## src/logic/if_stage_pkg.sv

```systemverilog
// Shared definitions of the instruction fetch stage
// Widths, PC source codes, opcodes and the two views of an instruction word
package if_stage_pkg;

  //////////////////////////////////////////////////
  // Widths
  //////////////////////////////////////////////////

  localparam int XLEN             = 32;  // Address and instruction width
  localparam int MTVEC_ADDR_WIDTH = 25;  // mtvec base, 128 byte aligned
  localparam int IRQ_ID_WIDTH     = 5;   // Interrupt index for vectoring

  //////////////////////////////////////////////////
  // PC source select
  //////////////////////////////////////////////////

  // Code driven by the controller together with pc_set
  typedef enum logic [2:0] {
    PC_BOOT     = 3'b000,  // Boot address
    PC_JUMP     = 3'b001,  // Jump target from ID
    PC_BRANCH   = 3'b010,  // Taken branch from EX
    PC_MRET     = 3'b011,  // Return to mepc
    PC_TRAP_EXC = 3'b100,  // Exception, mtvec base
    PC_TRAP_IRQ = 3'b101   // Interrupt, vectored off mtvec
  } pc_mux_e;

  //////////////////////////////////////////////////
  // Opcodes and instruction word layout
  //////////////////////////////////////////////////

  localparam logic [6:0] OPC_OP     = 7'b0110011;  // Register-register ALU
  localparam logic [6:0] OPC_OP_IMM = 7'b0010011;  // Register-immediate ALU

  // R/I-type field split of a full word
  typedef struct packed {
    logic [6:0] funct7;
    logic [4:0] rs2;
    logic [4:0] rs1;
    logic [2:0] funct3;
    logic [4:0] rd;
    logic [6:0] opcode;
  } rv32_fields_t;

  // CI/CR split of the low parcel
  typedef struct packed {
    logic [15:0] unused;    // Following parcel, not part of the RVC word
    logic [2:0]  funct3;
    logic        imm5;      // imm[5], or funct4 bit 0 in quadrant 2
    logic [4:0]  rd_rs1;    // Destination and first source
    logic [4:0]  rs2_imm;   // rs2 or imm[4:0]
    logic [1:0]  quadrant;  // 2'b11 marks a full 32-bit word
  } rvc_fields_t;

  // Fetched word, read as a full instruction or as its compressed half
  typedef union packed {
    rv32_fields_t rv32;
    rvc_fields_t  rvc;
  } instr_word_u;

endpackage

```

## src/logic/pc_select.sv

```systemverilog
// Next fetch address mux driven by the controller PC code
// Also flags mtvec initialization on boot
module pc_select import if_stage_pkg::*; (
  input  logic                        pc_set_i,          // One-cycle redirect strobe
  input  pc_mux_e                     pc_mux_i,          // Source select
  input  logic [XLEN-1:0]             boot_addr_i,
  input  logic [XLEN-1:0]             jump_target_i,
  input  logic [XLEN-1:0]             branch_target_i,
  input  logic [XLEN-1:0]             mepc_i,            // Return address of a trap
  input  logic [MTVEC_ADDR_WIDTH-1:0] mtvec_addr_i,      // Trap vector base, upper bits
  input  logic [IRQ_ID_WIDTH-1:0]     irq_id_i,          // Interrupt being taken
  output logic [XLEN-1:0]             branch_addr_o,     // Halfword aligned target
  output logic                        csr_mtvec_init_o   // Load mtvec from boot address
);

  logic [XLEN-1:0] addr_n;  // Selected target, before bit 0 is dropped

  always_comb begin
    case (pc_mux_i)
      PC_BOOT:     addr_n = {boot_addr_i[XLEN-1:2], 2'b00};  // Word aligned boot
      PC_JUMP:     addr_n = jump_target_i;
      PC_BRANCH:   addr_n = branch_target_i;
      PC_MRET:     addr_n = mepc_i;
      // Every exception enters at the vector base
      PC_TRAP_EXC: addr_n = {mtvec_addr_i, {(XLEN - MTVEC_ADDR_WIDTH){1'b0}}};
      // One word per interrupt line
      PC_TRAP_IRQ: addr_n = {mtvec_addr_i, irq_id_i, 2'b00};
      default:     addr_n = {boot_addr_i[XLEN-1:2], 2'b00};
    endcase
  end

  // Fetch is never byte aligned
  assign branch_addr_o = {addr_n[XLEN-1:1], 1'b0};

  // CSR file latches mtvec only when the core boots
  assign csr_mtvec_init_o = pc_set_i && (pc_mux_i == PC_BOOT);

  //////////////////////////////////////////////////
  // Checks
  //////////////////////////////////////////////////

  // The controller only redirects through the supported sources
  always_comb begin
    if (pc_set_i) begin
      assert (pc_mux_i inside {PC_BOOT, PC_JUMP, PC_BRANCH, PC_MRET, PC_TRAP_EXC, PC_TRAP_IRQ})
        else $error("pc_select: undefined PC mux code %0d", pc_mux_i);
    end
  end

endmodule

```

## src/logic/fetch_unit.sv

```systemverilog
// Fetch PC, single outstanding request tracking and one-entry instruction buffer
// Stale responses after a redirect are dropped
module fetch_unit import if_stage_pkg::*; (
  input  logic            clk,
  input  logic            rst_n,
  input  logic            pc_set_i,       // Redirect
  input  logic [XLEN-1:0] branch_addr_i,  // Redirect target
  input  logic            fetch_valid_i,  // Memory response strobe
  input  logic [XLEN-1:0] fetch_rdata_i,
  input  logic            pop_i,          // Stage consumed the buffer
  input  logic            flush_i,        // Kill, drop the buffer
  output logic            fetch_req_o,    // Single-cycle request pulse
  output logic [XLEN-1:0] fetch_addr_o,
  output logic            buf_valid_o,
  output logic [XLEN-1:0] buf_word_o,
  output logic [XLEN-1:0] buf_pc_o
);

  // Fetch states
  localparam logic [1:0] S_IDLE = 2'd0;  // Nothing outstanding, buffer empty
  localparam logic [1:0] S_WAIT = 2'd1;  // Request on the bus
  localparam logic [1:0] S_HOLD = 2'd2;  // Buffer full

  logic [1:0]      state_q;
  logic            req_q;      // Issue a request this cycle
  logic            discard_q;  // Outstanding response belongs to an old PC
  logic [XLEN-1:0] pc_q;       // PC of the buffered or requested word
  logic [XLEN-1:0] word_q;     // Buffered instruction word
  logic            in_flight;  // A request is still open after this edge
  logic            resp_keep;  // Response goes into the buffer
  logic            advance;    // Buffer leaves, move to next PC
  logic [XLEN-1:0] pc_step;
  logic            req_open_q; // Bus view of an unanswered request

  assign in_flight = req_q || (state_q == S_WAIT && !fetch_valid_i);
  assign resp_keep = (state_q == S_WAIT) && fetch_valid_i && !discard_q && !pc_set_i;
  assign advance   = (state_q == S_HOLD) && (pop_i || flush_i);
  assign pc_step   = (word_q[1:0] != 2'b11) ? XLEN'(2) : XLEN'(4);  // RVC or full word

  always_ff @(posedge clk or negedge rst_n) begin
    if (!rst_n) begin
      state_q   <= S_IDLE;
      req_q     <= 1'b0;
      discard_q <= 1'b0;
      pc_q      <= '0;
    end else if (pc_set_i) begin
      // New target, request now or once the open one returns
      pc_q      <= branch_addr_i;
      req_q     <= !in_flight;
      discard_q <= in_flight;
      state_q   <= in_flight ? S_WAIT : S_IDLE;
    end else if (req_q) begin
      req_q   <= 1'b0;  // Pulse goes out this cycle
      state_q <= S_WAIT;
    end else begin
      case (state_q)
        S_WAIT: begin
          if (fetch_valid_i) begin
            req_q     <= discard_q;                    // Refetch after a stale reply
            discard_q <= 1'b0;
            state_q   <= discard_q ? S_IDLE : S_HOLD;
          end
        end
        S_HOLD: begin
          if (advance) begin
            pc_q    <= pc_q + pc_step;
            req_q   <= 1'b1;
            state_q <= S_IDLE;
          end
        end
        default: ;
      endcase
    end
  end

  // Buffered word
  always_ff @(posedge clk) begin
    if (resp_keep) begin
      word_q <= fetch_rdata_i;
    end
  end

  assign fetch_req_o  = req_q;
  assign fetch_addr_o = pc_q;
  assign buf_valid_o  = (state_q == S_HOLD);
  assign buf_word_o   = word_q;
  assign buf_pc_o     = pc_q;

  //////////////////////////////////////////////////
  // Checks
  //////////////////////////////////////////////////

  // Request pulses and response strobes as seen on the bus
  always_ff @(posedge clk or negedge rst_n) begin
    if (!rst_n) begin
      req_open_q <= 1'b0;
    end else if (fetch_req_o) begin
      req_open_q <= 1'b1;
    end else if (fetch_valid_i) begin
      req_open_q <= 1'b0;
    end
  end

  // Memory answers only what was asked
  a_resp_has_req: assert property (@(posedge clk) disable iff (!rst_n)
    fetch_valid_i |-> state_q == S_WAIT)
    else $error("fetch_unit: response without a pending request");

  // One outstanding request at a time
  a_no_req_in_wait: assert property (@(posedge clk) disable iff (!rst_n)
    fetch_req_o |-> !req_open_q)
    else $error("fetch_unit: request while another is outstanding");

endmodule

```

## src/logic/rvc_expander.sv

```systemverilog
// Compressed instruction expander for C.ADDI, C.NOP, C.LI, C.MV and C.ADD
// Unsupported compressed forms are flagged illegal and pass through raw
module rvc_expander import if_stage_pkg::*; (
  input  instr_word_u     instr_i,       // Buffered fetch word
  output logic [XLEN-1:0] instr_o,       // Expanded or raw word
  output logic            compressed_o,  // Low parcel is an RVC instruction
  output logic            illegal_o      // RVC form not supported
);

  logic [XLEN-1:0] raw;       // Word as fetched
  logic [11:0]     imm_sext;  // CI immediate, sign extended
  rv32_fields_t    exp;       // Expanded instruction

  assign raw      = instr_i;
  assign imm_sext = {{7{instr_i.rvc.imm5}}, instr_i.rvc.rs2_imm};

  // Full words end in 2'b11
  assign compressed_o = (instr_i.rv32.opcode[1:0] != 2'b11);

  always_comb begin
    exp       = '0;
    instr_o   = raw;
    illegal_o = 1'b0;

    if (compressed_o) begin
      illegal_o = 1'b1;  // Cleared by a supported form
      case (instr_i.rvc.quadrant)
        2'b01: begin
          if (instr_i.rvc.funct3 == 3'b000 || instr_i.rvc.funct3 == 3'b010) begin
            // C.ADDI / C.NOP is addi rd, rd, imm
            // C.LI is addi rd, x0, imm
            {exp.funct7, exp.rs2} = imm_sext;
            exp.rs1       = (instr_i.rvc.funct3 == 3'b000) ? instr_i.rvc.rd_rs1 : 5'd0;
            exp.funct3    = 3'b000;
            exp.rd        = instr_i.rvc.rd_rs1;
            exp.opcode    = OPC_OP_IMM;
            instr_o       = exp;
            illegal_o     = 1'b0;
          end
        end
        2'b10: begin
          // rs2 of zero selects C.JR, C.JALR, C.EBREAK
          if (instr_i.rvc.funct3 == 3'b100 && instr_i.rvc.rs2_imm != 5'd0) begin
            exp.funct7 = 7'b0000000;
            exp.rs2    = instr_i.rvc.rs2_imm;
            exp.rs1    = instr_i.rvc.imm5 ? instr_i.rvc.rd_rs1 : 5'd0;  // C.ADD or C.MV
            exp.funct3 = 3'b000;
            exp.rd     = instr_i.rvc.rd_rs1;
            exp.opcode = OPC_OP;
            instr_o    = exp;
            illegal_o  = 1'b0;
          end
        end
        default: ;  // Quadrant 0 incl. all-zero word
      endcase
    end
  end

endmodule

```

## src/logic/if_id_register.sv

```systemverilog
// IF/ID pipeline register
// Holds while ID stalls, clears valid when ID takes nothing new
module if_id_register import if_stage_pkg::*; (
  input  logic            clk,
  input  logic            rst_n,
  input  logic            load_i,           // IF valid and ID ready
  input  logic            id_ready_i,
  input  logic [XLEN-1:0] instr_i,          // Expanded instruction
  input  logic [XLEN-1:0] pc_i,
  input  logic            compressed_i,
  input  logic            illegal_i,
  input  logic [15:0]     raw_half_i,       // Original compressed parcel
  output logic            id_valid_o,
  output logic [XLEN-1:0] id_instr_o,
  output logic [XLEN-1:0] id_pc_o,
  output logic            id_compressed_o,
  output logic            id_illegal_o,
  output logic [15:0]     id_raw_half_o
);

  // Valid bit
  always_ff @(posedge clk or negedge rst_n) begin
    if (!rst_n) begin
      id_valid_o <= 1'b0;
    end else if (load_i) begin
      id_valid_o <= 1'b1;
    end else if (id_ready_i) begin
      id_valid_o <= 1'b0;  // Consumed with nothing behind it
    end
  end

  // Payload, frozen unless a new entry loads
  always_ff @(posedge clk) begin
    if (load_i) begin
      id_instr_o      <= instr_i;
      id_pc_o         <= pc_i;
      id_compressed_o <= compressed_i;
      id_illegal_o    <= illegal_i;
      id_raw_half_o   <= raw_half_i;
    end
  end

  //////////////////////////////////////////////////
  // Checks
  //////////////////////////////////////////////////

  // A stalled entry stays put until ID takes it
  a_hold_on_stall: assert property (@(posedge clk) disable iff (!rst_n)
    (id_valid_o && !id_ready_i) |=> id_valid_o && $stable(id_instr_o) && $stable(id_pc_o)
      && $stable(id_compressed_o) && $stable(id_illegal_o) && $stable(id_raw_half_o))
    else $error("if_id_register: outputs changed during a stall");

endmodule

```

## src/logic/if_stage.sv

```systemverilog
// Instruction fetch stage top level
// Address mux, fetch unit, RVC expander and IF/ID register with stage handshake
module if_stage import if_stage_pkg::*; (
  input  logic                        clk,
  input  logic                        rst_n,
  // Redirect from the controller
  input  logic                        pc_set_i,
  input  pc_mux_e                     pc_mux_i,
  input  logic [XLEN-1:0]             boot_addr_i,
  input  logic [XLEN-1:0]             jump_target_i,
  input  logic [XLEN-1:0]             branch_target_i,
  input  logic [XLEN-1:0]             mepc_i,
  input  logic [MTVEC_ADDR_WIDTH-1:0] mtvec_addr_i,
  input  logic [IRQ_ID_WIDTH-1:0]     irq_id_i,
  input  logic                        halt_if_i,        // Freeze IF
  input  logic                        kill_if_i,        // Drop what IF holds
  output logic                        csr_mtvec_init_o,
  // Fetch bus
  output logic                        fetch_req_o,
  output logic [XLEN-1:0]             fetch_addr_o,
  input  logic                        fetch_valid_i,
  input  logic [XLEN-1:0]             fetch_rdata_i,
  // IF/ID outputs
  input  logic                        id_ready_i,
  output logic                        id_valid_o,
  output logic [XLEN-1:0]             id_instr_o,
  output logic [XLEN-1:0]             id_pc_o,
  output logic                        id_compressed_o,
  output logic                        id_illegal_o,
  output logic [15:0]                 id_raw_half_o
);

  logic [XLEN-1:0] branch_addr;       // Aligned redirect target
  logic            buf_valid;
  logic [XLEN-1:0] buf_word;
  logic [XLEN-1:0] buf_pc;
  logic [XLEN-1:0] instr_exp;         // Expanded instruction
  logic            instr_compressed;
  logic            instr_illegal;
  logic            if_valid;
  logic            if_ready;

  //////////////////////////////////////////////////
  // Stage handshake
  //////////////////////////////////////////////////

  assign if_valid = buf_valid && !kill_if_i && !halt_if_i;    // Offer only when live
  assign if_ready = kill_if_i || (id_ready_i && !halt_if_i);  // Kill always drains

  pc_select i_pc_select (
    .pc_set_i         (pc_set_i),
    .pc_mux_i         (pc_mux_i),
    .boot_addr_i      (boot_addr_i),
    .jump_target_i    (jump_target_i),
    .branch_target_i  (branch_target_i),
    .mepc_i           (mepc_i),
    .mtvec_addr_i     (mtvec_addr_i),
    .irq_id_i         (irq_id_i),
    .branch_addr_o    (branch_addr),
    .csr_mtvec_init_o (csr_mtvec_init_o)
  );

  fetch_unit i_fetch_unit (
    .clk           (clk),
    .rst_n         (rst_n),
    .pc_set_i      (pc_set_i),
    .branch_addr_i (branch_addr),
    .fetch_valid_i (fetch_valid_i),
    .fetch_rdata_i (fetch_rdata_i),
    .pop_i         (if_ready),
    .flush_i       (kill_if_i),
    .fetch_req_o   (fetch_req_o),
    .fetch_addr_o  (fetch_addr_o),
    .buf_valid_o   (buf_valid),
    .buf_word_o    (buf_word),
    .buf_pc_o      (buf_pc)
  );

  rvc_expander i_rvc_expander (
    .instr_i      (buf_word),
    .instr_o      (instr_exp),
    .compressed_o (instr_compressed),
    .illegal_o    (instr_illegal)
  );

  if_id_register i_if_id_register (
    .clk             (clk),
    .rst_n           (rst_n),
    .load_i          (if_valid && id_ready_i),
    .id_ready_i      (id_ready_i),
    .instr_i         (instr_exp),
    .pc_i            (buf_pc),
    .compressed_i    (instr_compressed),
    .illegal_i       (instr_illegal),
    .raw_half_i      (buf_word[15:0]),
    .id_valid_o      (id_valid_o),
    .id_instr_o      (id_instr_o),
    .id_pc_o         (id_pc_o),
    .id_compressed_o (id_compressed_o),
    .id_illegal_o    (id_illegal_o),
    .id_raw_half_o   (id_raw_half_o)
  );

endmodule

```

## config.mk

```make
export PLATFORM = sky130hd
export DESIGN_NAME = if_stage
export DESIGN_NICKNAME = d
export VERILOG_FILES = /design/src/logic/if_stage_pkg.sv /design/src/logic/pc_select.sv /design/src/logic/fetch_unit.sv /design/src/logic/rvc_expander.sv /design/src/logic/if_id_register.sv /design/src/logic/if_stage.sv
export SDC_FILE = /design/constraint.sdc
export NUM_CORES = 1
export LEC_CHECK = 0
export BUFFER_PORTS_ARGS = -buffer_cell sky130_fd_sc_hd__buf_4
export CORE_AREA = 3 3 123 125
export CTS_CLUSTER_DIAMETER = 40
export DETAILED_ROUTE_END_ITERATION = 8
export DIE_AREA = 0 0 126 128
export PLACE_DENSITY = 0.87
export SLEW_MARGIN = 25
export SYNTH_ARGS = -nofsm -noshare
export SYNTH_HDL_FRONTEND = slang
export SYNTH_SLANG_ARGS = --single-unit
```

## constraint.sdc

```tcl
create_clock -name clk -period 12.5 [get_ports clk]
set_input_delay 2.5 -clock clk [delete_from_list [all_inputs] [get_ports clk]]
set_output_delay 2.5 -clock clk [all_outputs]
set_load 0.05 [all_outputs]
```

==> results of run 1 <==
[path summary, 6_finish.rpt]
kind / end / slack [ns] / cells past startpoint
min in group asynchronous: i_fetch_unit.buf_pc_o[11]$_DFFE_PN0P_ / 2.03 / 1
min reg2reg: i_if_id_register.id_instr_o[11]$_DFFE_PP_ / 0.46 / 0
max: csr_mtvec_init_o / 6.30 / 4
min: i_if_id_register.id_instr_o[11]$_DFFE_PP_ / 0.46 / 0
max reg2reg: i_fetch_unit.buf_pc_o[29]$_DFFE_PN0P_ / 9.53 / 9
max in group asynchronous: i_fetch_unit.buf_pc_o[5]$_DFFE_PN0P_ / 10.14 / 1
[sequential cells by signal (all words and copies together) (netlist names)]
name and cells:
i_if_id_register.id_pc_o 31, i_if_id_register.id_illegal_o 1, i_if_id_register.id_instr_o 32, i_if_id_register.id_compressed_o 1
i_if_id_register.id_valid_o 1, i_if_id_register.id_raw_half_o 11, i_fetch_unit.state_q 2, i_fetch_unit.buf_pc_o 31
i_fetch_unit.fetch_req_o 1, i_fetch_unit.buf_word_o 32, i_fetch_unit.discard_q 1
[cell type report]
| class | instances | area share (%) |
|---|---|---|
| Clock buffer | 17 | 4.15 |
| Clock inverter | 15 | 1.44 |
| Inverter | 20 | 0.732 |
| Multi-Input combinational cell | 406 | 28.3 |
| Sequential cell | 144 | 40.4 |
| Tap cell | 180 | 2.20 |
| Timing Repair Buffer | 311 | 22.8 |
[per-stage QoR]
stage | power, mW | hold slack, ns | worst slack, ns | cell area [um^2] | std cells
after global placement | 0.869 | 0.436 | 6.33 | 9680 | 1061
after global routing | 1.41 | 0.477 | 6.23 | 10300 | 1093
after detailed placement | 0.878 | 0.436 | 6.33 | 9680 | 1061
after CTS | 1.36 | 0.452 | 6.32 | 10300 | 1093
final | 1.36 | 0.456 | 6.30 | 10300 | 1093
after floorplan | 0.761 | 0.427 | 3.51 | 7300 | 611
[routing by layer]
metal	track usage, %	vias up	wire [um]
met2	47.4	355	11400
li1	-	2898	-
met3	7.63	51	1960
met4	12.7	0	863
met1	29.7	2962	7770
met5	0	-	0
[cells by family after synthesis]
kind of cell,count (synthesis)
and+or+nand+nor,164
adders and majority gates,8
xor gates and xnor gates,24
DFF,144
other,1
muxes,67
buffers and inverters,61
AOI/OAI and AO/OA,141
[synthesized netlist by cell type, types with 11 or more instances]
| cell | instances |
|---|---|
| a21oi_1 | 31 |
| a22o_1 | 12 |
| a22oi_1 | 11 |
| clkbuf_1 | 25 |
| dfrtp_1 | 36 |
| edfxtp_1 | 108 |
| inv_1 | 20 |
| mux2_2 | 18 |
| mux2i_1 | 43 |
| nand2_1 | 37 |
| nand3_1 | 14 |
| nor2_1 | 48 |
| o21ai_0 | 23 |
| xnor2_1 | 17 |
[power by group through the flow]
stage | clock network, mW | registers, mW | logic [mW]
floorplan | 0 | 0.644 | 0.117
global placement | 0 | 0.595 | 0.274
detailed placement | 0 | 0.597 | 0.280
CTS | 0.495 | 0.588 | 0.282
global route | 0.515 | 0.592 | 0.302
finish | 0.486 | 0.588 | 0.282
[cell usage in the layout (no fill, tap or decap), types with 5 or more instances in the layout]
master and n:
o21a_1 8, o211ai_1 8, mux2i_1 43, clkbuf_16 17, mux4_2 6, inv_1 19
nand2_1 37, nand4_1 10, and2_1 7, or3_1 6, dfrtp_1 36, nor3_1 7
a22oi_1 11, edfxtp_1 108, a21oi_1 31, nand2b_1 5, nor4_1 9, xor2_1 7
mux2_2 18, clkinvlp_4 6, xnor2_1 17, a2bb2oi_1 5, nor2_1 48, inv_6 7
buf_4 311, a22o_1 12, o221ai_1 10, nor2b_1 5, a31oi_1 5, ha_1 8
a21o_1 5, o21ai_0 23, nand3_1 14
==> impl_metrics.env, run 1 <==
export IMPL_grt_usage_pct=26.8
export IMPL_postRouteAntennaNets=0
export IMPL_start_util_pct=52.2
export IMPL_syn_area_mm2=0.00730
export IMPL_cts_made_buffers=17
export IMPL_worst_path_most_repeated_cell="buf_4"
export IMPL_clk_latency_ns=0.42
export IMPL_multi_input_area_mm2=0.00291
export IMPL_port_buffers=309
export IMPL_endpoint_kind="primary output"
export IMPL_drt_wl_total_um=22000
export IMPL_clk_pin_slew_ns=0.06
export IMPL_synth_distinct_cells=60
export IMPL_routed_via_count=6266
export IMPL_antenna_found_initial=0
export IMPL_pwr_share_clk_pct=35.9
export IMPL_finalSetupViolations=0
export IMPL_drv_slew=0
export IMPL_area_growth_pct=40.6
export IMPL_p_int_mw=0.951
export IMPL_synth_xor_area_share_pct=2.88
export IMPL_path_delay_family="buffers and inverters"
export IMPL_cp_slowest_cell="buf_4"
export IMPL_synth_area_mux_share_pct=10.5
export IMPL_drtPass1Iterations=5
export IMPL_viasPerCell=5.73
export IMPL_utilization_pct=73.3
export IMPL_io_pins=317
export IMPL_synth_compound_area_share_pct=13.6
export IMPL_rows=43
export IMPL_synth_top_cell_area_share_pct=44.5
export IMPL_core_area_mm2=0.0140
export IMPL_fp_dieH_um=128
export IMPL_cts_resized=0
export IMPL_setup_worst_path_class="in2out"
export IMPL_die_area_mm2=0.0161
export IMPL_post_route_period_util_pct=49.6
export IMPL_crit_path_max_incr_delay_ns=0.55
export IMPL_p_leak_nw=4.29
export IMPL_worstPathRequired_ns=10.00
export IMPL_die_width_um=126
export IMPL_cp_arrival_ns=3.70
export IMPL_grt_max_degree=63
export IMPL_swShare_pct=29.9
export IMPL_p_per_area_mw_per_mm2=132
export IMPL_wl_per_cell_um=20.2
export IMPL_grt_pass1_wl_um=33000
export IMPL_cts_hold_buf=0
export IMPL_pwr_share_seq_pct=43.4
export IMPL_finalHoldViolCount=0
export IMPL_fin_skew_ns=0.00982
export IMPL_p_sw_mw=0.406
export IMPL_drv_cap=0
export IMPL_ys_seq_area_share_pct=56.8
export IMPL_max_freq_mhz=161
export IMPL_yosys_area_share_simple_pct=11.3
export IMPL_synth_area_leaders="edfxtp_1 (44%), dfrtp_1 (12%), mux2i_1 (5.9%), mux2_2 (2.8%), nor2_1 (2.5%)"
export IMPL_critPathLaunch="pc_mux_i[1]"
export IMPL_ir_worst_vdd_v=0.000113
export IMPL_antenna_cells=0
export IMPL_synthFlopType="edfxtp_1"
export IMPL_root_buffer="clkbuf_16"
export IMPL_hpwl_um=17100
export IMPL_synth_cells=610
export IMPL_startpoint_type="input port"
export IMPL_crit_buf_inv=2
export IMPL_nFillCells=993
export IMPL_finalCriticalPeriod_ns=6.20
export IMPL_rsz0062_at_grt="no"
export IMPL_ys_seq_elements=144
export IMPL_post_cts_buffers=0
export IMPL_ys_async_sr_fraction_pct=25.0
export IMPL_cts_sinks=144
export IMPL_synth_edff_count=108
export IMPL_hold_path_class="reg2reg"
export IMPL_regToRegStartpoint="i_fetch_unit.buf_word_o[0]$_DFFE_PP_"
export IMPL_worstMarginPinSlew_ns=1.14
export IMPL_finalSetupTns_ns=0
export IMPL_synth_top_area_cell="edfxtp_1"
export IMPL_synth_fa_ha_area_share_pct=1.37
export IMPL_crit_fanout=62
export IMPL_syn_avg_cell_area_um2=12.0
export IMPL_gr_total_overflow=0
export IMPL_max_slew_margin_rel_pct=23.5
export IMPL_synth_top_family_by_area="compound AO/OA/AOI/OAI gates"
export IMPL_drc_errors=0
export IMPL_seqCellArea_mm2=0.00414
export IMPL_ys_warnings_count=0
export IMPL_htree_num_levels=4
export IMPL_cp_cell_sequence="buf_4 > nor3_1 > and2_1 > buf_4"
export IMPL_grt_pass1_vias=6181
export IMPL_nets=1108
export IMPL_outcome="finished, final reports clean"
export IMPL_drive_gt1_share_pct=41.6
export IMPL_first_iter_violations=465
export IMPL_power_frac_comb_pct=20.8
export IMPL_clk_path_buf_depth=2
export IMPL_hp_start="i_fetch_unit.buf_word_o[11]$_DFFE_PP_"
export IMPL_cts_tree="yes"
export IMPL_place_gp_congestion=0.911
No activity file was read; power rests on OpenSTA's default activity.
==> run 2, diff against run 1 <==
- CORE_AREA: 3 3 123 125 -> 3 3 135 137
- DIE_AREA: 0 0 126 128 -> 0 0 138 140
- PLACE_DENSITY: 0.87 -> 0.77
- clock period: 12.5 -> 5.7 ns (I/O delays scaled with it)
==> run 2 against run 1 <==
Compared with the run above: power up 130%; clock power up 140%; highest routed layer is now met5; via count down 2.8%; sequential share of layout area down 0.45 points; combinational power up 120%; sequential cell count unchanged; critical endpoint unchanged; cell count up 4.1%; first-iteration DRC count down 32%.
==> impl_metrics.env, run 2 (synthesis results as in run 1) <==
export IMPL_postRouteAntennaNets=0
export IMPL_antenna_found_initial=1
export IMPL_drv_slew=0
export IMPL_power_frac_comb_pct=20.2
export IMPL_grt_max_degree=78
export IMPL_post_route_period_util_pct=61.0
export IMPL_crit_path_max_incr_delay_ns=0.54
export IMPL_dp_cells=1106
export IMPL_io_pins=317
export IMPL_swShare_pct=29.1
export IMPL_endpoint_kind="primary output"
export IMPL_viasPerCell=5.35
export IMPL_grt_pass1_vias=6216
export IMPL_instances_no_fill=1138
export IMPL_outcome="finished, final reports clean"
export IMPL_clk_pin_slew_ns=0.06
export IMPL_die_area_mm2=0.0193
export IMPL_max_slew_margin_rel_pct=28.2
export IMPL_start_util_pct=42.5
export IMPL_max_freq_mhz=288
export IMPL_nets=1108
export IMPL_p_leak_nw=4.34
export IMPL_clk_path_buf_depth=2
export IMPL_first_iter_violations=315
export IMPL_fin_skew_ns=0.00917
export IMPL_final_common_cell="buf_4"
export IMPL_drtPass1Iterations=5
export IMPL_cp_slowest_cell="buf_4"
export IMPL_crit_buf_inv=2
export IMPL_clk_latency_ns=0.41
export IMPL_finalCriticalPeriod_ns=3.48
export IMPL_p_per_area_mw_per_mm2=296
export IMPL_worstPathRequired_ns=4.56
export IMPL_finalHoldViolCount=0
export IMPL_core_area_mm2=0.0172
export IMPL_drc_errors=0
export IMPL_p_int_mw=2.18
export IMPL_cts_made_buffers=17
export IMPL_path_delay_family="buffers and inverters"
export IMPL_wl_per_cell_um=20.0
export IMPL_hold_path_class="reg2reg"
export IMPL_finalSetupViolations=0
export IMPL_gr_total_overflow=0
export IMPL_cp_cell_sequence="buf_4 > nor3_1 > and2_1 > buf_4"
export IMPL_grt_pass1_wl_um=35000
export IMPL_dp_slack_ns=2.24
export IMPL_rows=48
export IMPL_die_width_um=138
export IMPL_pwr_share_clk_pct=37.7
export IMPL_drt_wl_total_um=22800
export IMPL_rsz0062_at_grt="no"
export IMPL_worst_path_most_repeated_cell="buf_4"
export IMPL_drv_cap=0
export IMPL_ir_worst_vdd_v=0.000156
export IMPL_fp_dieH_um=140
export IMPL_grt_usage_pct=23.0
export IMPL_p_sw_mw=0.894
export IMPL_crit_fanout=62
export IMPL_finalSetupTns_ns=0
export IMPL_cts_resized=0
export IMPL_power_mw=3.07
export IMPL_utilization_pct=60.4
export IMPL_cts_sinks=144
export IMPL_setup_worst_path_class="in2out"
export IMPL_port_buffers=309
export IMPL_htree_num_levels=4
export IMPL_cp_arrival_ns=2.34
export IMPL_layout_common_cells="buf_4 (311), edfxtp_1 (108), nor2_1 (48), mux2i_1 (43), nand2_1 (37)"
export IMPL_worstMarginPinSlew_ns=1.08
export IMPL_place_gp_congestion=0.847
export IMPL_area_growth_pct=42.2
export IMPL_routed_via_count=6088
export IMPL_drive_gt1_share_pct=41.6
export IMPL_cts_tree="yes"
export IMPL_setup_ws_ns=2.22
export IMPL_antenna_cells=0
export IMPL_startpoint_type="input port"
export IMPL_hpwl_um=17500
export IMPL_cts_hold_buf=0
export IMPL_root_buffer="clkbuf_16"
export IMPL_pwr_share_seq_pct=42.0
export IMPL_post_cts_buffers=0
[run 2: layout make-up]
| class | instances | area [um^2] |
|---|---|---|
| multi-input combinational | 406 | 2920 |
| inverter | 20 | 75.1 |
| sequential | 144 | 4140 |
| timing repair buffer | 311 | 2330 |
| fill | 1429 | 6800 |
| clock buffer | 17 | 425 |
| tap | 225 | 282 |
| clock inverter | 15 | 195 |
[run 2: final timing paths]
path | slack (ns) | end | cells past startpoint | from
worst min register to register | 0.45 | i_if_id_register.id_instr_o[11]$_DFFE_PP_ | 0 | i_fetch_unit.buf_word_o[11]$_DFFE_PP_
min in group asynchronous | 0.69 | i_fetch_unit.buf_pc_o[10]$_DFFE_PN0P_ | 1 | rst_n
max in group asynchronous | 4.66 | i_fetch_unit.buf_pc_o[1]$_DFFE_PN0P_ | 1 | rst_n
worst max-delay path | 2.22 | csr_mtvec_init_o | 4 | pc_mux_i[1]
worst max register to register | 2.71 | i_fetch_unit.buf_pc_o[29]$_DFFE_PN0P_ | 9 | i_fetch_unit.buf_word_o[1]$_DFFE_PP_
worst min-delay path | 0.45 | i_if_id_register.id_instr_o[11]$_DFFE_PP_ | 0 | i_fetch_unit.buf_word_o[11]$_DFFE_PP_
[run 2: power groups by stage]
stage	Clock, mW	Sequential, mW	Combinational, mW
after detailed placement	0	1.31	0.618
final	1.16	1.29	0.621
after CTS	1.18	1.29	0.623
after global routing	1.23	1.30	0.666
after global placement	0	1.31	0.609
after floorplan	0	1.41	0.256
[run 2: worst register-to-register path: cells and delay by family, from the launching register on]
family / cells / cell delay (ns)
buffers and inverters: 1 / 0.11
flip-flops: 1 / 0.47
adder cells (fa/ha/maj): 3 / 0.62
AO/OA/AOI/OAI: 3 / 0.80
AND/OR/NAND/NOR: 2 / 0.92
[run 2: per-layer routing]
| metal | routed length (um) | GRT usage (%) | part of all wire, % |
|---|---|---|---|
| met3 | 1700 | 5.74 | 7.5 |
| met2 | 12000 | 41.5 | 52 |
| met1 | 8550 | 26.6 | 37 |
| met5 | 7 | 0 | 0.031 |
| met4 | 584 | 8.37 | 2.6 |
[run 2: metrics by stage]
step | cell area, um^2 | hold slack (ns)
6_report | 10400 | 0.448
5_1_grt | 10400 | 0.486
4_1_cts | 10400 | 0.449
3_5_place_dp | 9750 | 0.434
3_3_place_gp | 9750 | 0.435
2_1_floorplan | 7300 | 0.427
==> run 3, diff against run 2 <==
- ABC_AREA: unset -> 1
- CORE_AREA: 3 3 135 137 -> 3 3 129 131
- DIE_AREA: 0 0 138 140 -> 0 0 132 134
- PLACE_DENSITY: 0.77 -> 0.83
- clock period: 5.7 -> 3.3 ns (I/O delays scaled with it)
==> run 3 against run 2 <==
Compared with the run above: power grew 110%; sequential share of layout area shrank 1.3 points; die area shrank 8.4%; hold slack lost 0.25 ns; final area grew 3.5%.
==> impl_metrics.env, run 3 <==
export IMPL_outcome="finished, final reports clean"
export IMPL_max_freq_mhz=404
export IMPL_drt_wl_total_um=24100
export IMPL_drv_slew=0
export IMPL_power_frac_comb_pct=31.1
export IMPL_die_area_mm2=0.0177
export IMPL_pwr_share_clk_pct=29.2
export IMPL_holdWs_ns=0.202
export IMPL_setup_worst_path_class="reg2reg"
export IMPL_post_cts_buffers=0
export IMPL_critPathLaunch="i_fetch_unit.buf_word_o[0]$_DFFE_PP_"
export IMPL_cts_made_buffers=17
export IMPL_layout_common_cells="buf_4 (318), nand2_1 (298), nor2_1 (149), edfxtp_1 (108), inv_1 (83)"
export IMPL_start_util_pct=48.6
export IMPL_synth_edff_count=108
export IMPL_grt_max_degree=41
export IMPL_max_slew_margin_rel_pct=55.2
export IMPL_htree_num_levels=4
export IMPL_clk_path_buf_depth=2
export IMPL_nFillCells=1280
export IMPL_root_buffer="clkbuf_16"
export IMPL_first_iter_violations=600
export IMPL_ff2ff_path_depth=11
export IMPL_regToRegStartpoint="i_fetch_unit.buf_word_o[0]$_DFFE_PP_"
export IMPL_yosysMostFrequentCell="nand2_1"
export IMPL_ys_seq_elements=144
export IMPL_cts_sinks=144
export IMPL_dp_slack_ns=0.870
export IMPL_synth_area_leaders="edfxtp_1 (42%), nand2_1 (15%), dfrtp_1 (12%), nor2_1 (7.4%), nand3_1 (4.1%)"
export IMPL_synth_distinct_cells=35
export IMPL_finalHoldViolCount=0
export IMPL_startpoint_type="register"
export IMPL_yosys_top_cells_count="nand2_1 (298), nor2_1 (151), edfxtp_1 (108)"
export IMPL_area_growth_pct=40.6
export IMPL_postRouteAntennaNets=0
export IMPL_post_route_period_util_pct=75.0
export IMPL_core_area_mm2=0.0157
export IMPL_syn_area_mm2=0.00764
export IMPL_fin_skew_ns=0.0130
export IMPL_setup_ws_ns=0.826
export IMPL_drc_errors=0
export IMPL_clk_pin_slew_ns=0.06
export IMPL_ys_warnings_count=0
export IMPL_ys_seq_area_share_pct=54.3
export IMPL_grt_pass1_vias=7288
export IMPL_clk_latency_ns=0.42
export IMPL_p_per_area_mw_per_mm2=606
export IMPL_drtPass1Iterations=7
export IMPL_viasPerCell=5.16
export IMPL_cts_resized=0
export IMPL_cts_hold_buf=0
export IMPL_io_pins=317
export IMPL_pwr_share_seq_pct=39.7
export IMPL_rsz0062_at_grt="no"
export IMPL_synthFlopType="edfxtp_1"
export IMPL_gr_total_overflow=0
export IMPL_hpwl_um=18900
export IMPL_die_width_um=132
export IMPL_p_int_mw=3.96
export IMPL_place_gp_congestion=0.963
export IMPL_grt_usage_pct=26.0
export IMPL_drive_gt1_share_pct=29.7
export IMPL_swShare_pct=39.1
export IMPL_finalSetupViolations=0
export IMPL_finalCriticalPeriod_ns=2.47
export IMPL_synth_top_cell_area_share_pct=42.5
export IMPL_routed_via_count=7579
export IMPL_synth_cells=939
export IMPL_endpoint_kind="register"
export IMPL_finalSetupTns_ns=0
export IMPL_p_sw_mw=2.54
export IMPL_worstMarginPinSlew_ns=0.669
export IMPL_final_common_cell="buf_4"
export IMPL_cp_arrival_ns=2.82
export IMPL_nets=1449
export IMPL_syn_avg_cell_area_um2=8.13
export IMPL_ys_async_sr_fraction_pct=25.0
export IMPL_hold_path_class="in2async"
export IMPL_p_leak_nw=5.01
export IMPL_rows=46
export IMPL_port_buffers=309
export IMPL_antenna_cells=0
export IMPL_cts_tree="yes"
export IMPL_antenna_found_initial=0
export IMPL_drv_cap=0
export IMPL_synth_top_area_cell="edfxtp_1"
export IMPL_crit_fanout=6
export IMPL_worstPathRequired_ns=3.64
export IMPL_grt_pass1_wl_um=36500
export IMPL_fp_dieH_um=134
export IMPL_wl_per_cell_um=16.4
export IMPL_ir_worst_vdd_v=0.000355
==> run 3: cell types whose count changed after synthesis, sizes merged, moves of 8 or more <==
cell and change:
a22o -12, buf +9, clkbuf -14, inv +68, mux2 -18, mux2i -43, nand2 +263, nand3 +51
nor2 +107, nor4 -9, o21a -8, o21ai +35, o221ai -9, xnor2 -15
==> run 3: cell families after synthesis <==
group           share of synthesized area [%]
compound gates                           7.16
simple gates                             29.9
other cells                            0.0491
fa+ha+maj                                1.31
xor+xnor                                0.574
buf+inv                                  6.72
flops                                    54.3
==> run 3: critical path, stage by stage, from the launching register on <==
cell      delay [ns]
edfxtp_1        0.48
ha_1            0.31
inv_1           0.13
ha_1            0.22
ha_1            0.16
inv_1           0.04
nand2_1         0.18
nand2_1         0.16
nor2_1          0.31
xor2_1          0.20
a21oi_1         0.08
a21oi_1         0.12
==> run 3: routing by layer <==
metal	routed length, um	track usage (%)	vias up
met5	0	0	-
met4	813	10.6	0
met3	2120	5.70	58
met2	12000	46.0	408
met1	9160	30.9	3444
li1	-	-	3669
==> run 3: power groups by stage <==
stage	sequential, mW	clock (mW)	combinational, mW
floorplan	3.00	0	0.815
global placement	2.61	0	1.98
detailed placement	2.61	0	2.02
CTS	2.57	1.92	2.03
global route	2.61	1.99	2.19
finish	2.58	1.90	2.03
==> run 3: final timing paths <==
path                                                               endpoint  slack (ns)
max in group asynchronous              i_fetch_unit.buf_pc_o[1]$_DFFE_PN0P_        2.75
min in group clk                      i_fetch_unit.buf_word_o[13]$_DFFE_PP_        0.42
worst max-delay path                  i_fetch_unit.buf_pc_o[15]$_DFFE_PN0P_        0.83
worst max register to register        i_fetch_unit.buf_pc_o[15]$_DFFE_PN0P_        0.83
worst min register to register  i_if_id_register.id_raw_half_o[2]$_DFFE_PP_        0.45
worst min-delay path                  i_fetch_unit.buf_pc_o[25]$_DFFE_PN0P_        0.20
==> run 3: cell type report <==
cell class,instances,area [um^2],area share [%]
clock buffers,17,425,3.96
clock inverters,15,165,1.54
inverters,88,330,3.08
multi-input cells,672,3010,28.0
flip-flops and latches,144,4140,38.6
well taps,216,270,2.52
repair buffers,318,2390,22.2
==> run 3: per-stage QoR <==
step                utilization, %  power, mW  instance area, um^2  std cells
global placement              64.5       4.59                10100       1438
detailed placement            64.5       4.63                10100       1438
CTS                           68.3       6.52                10700       1470
floorplan                        -       3.82                 7650        940
global route                  68.3       6.79                10700       1470
finish                        68.3       6.51                10700       1470
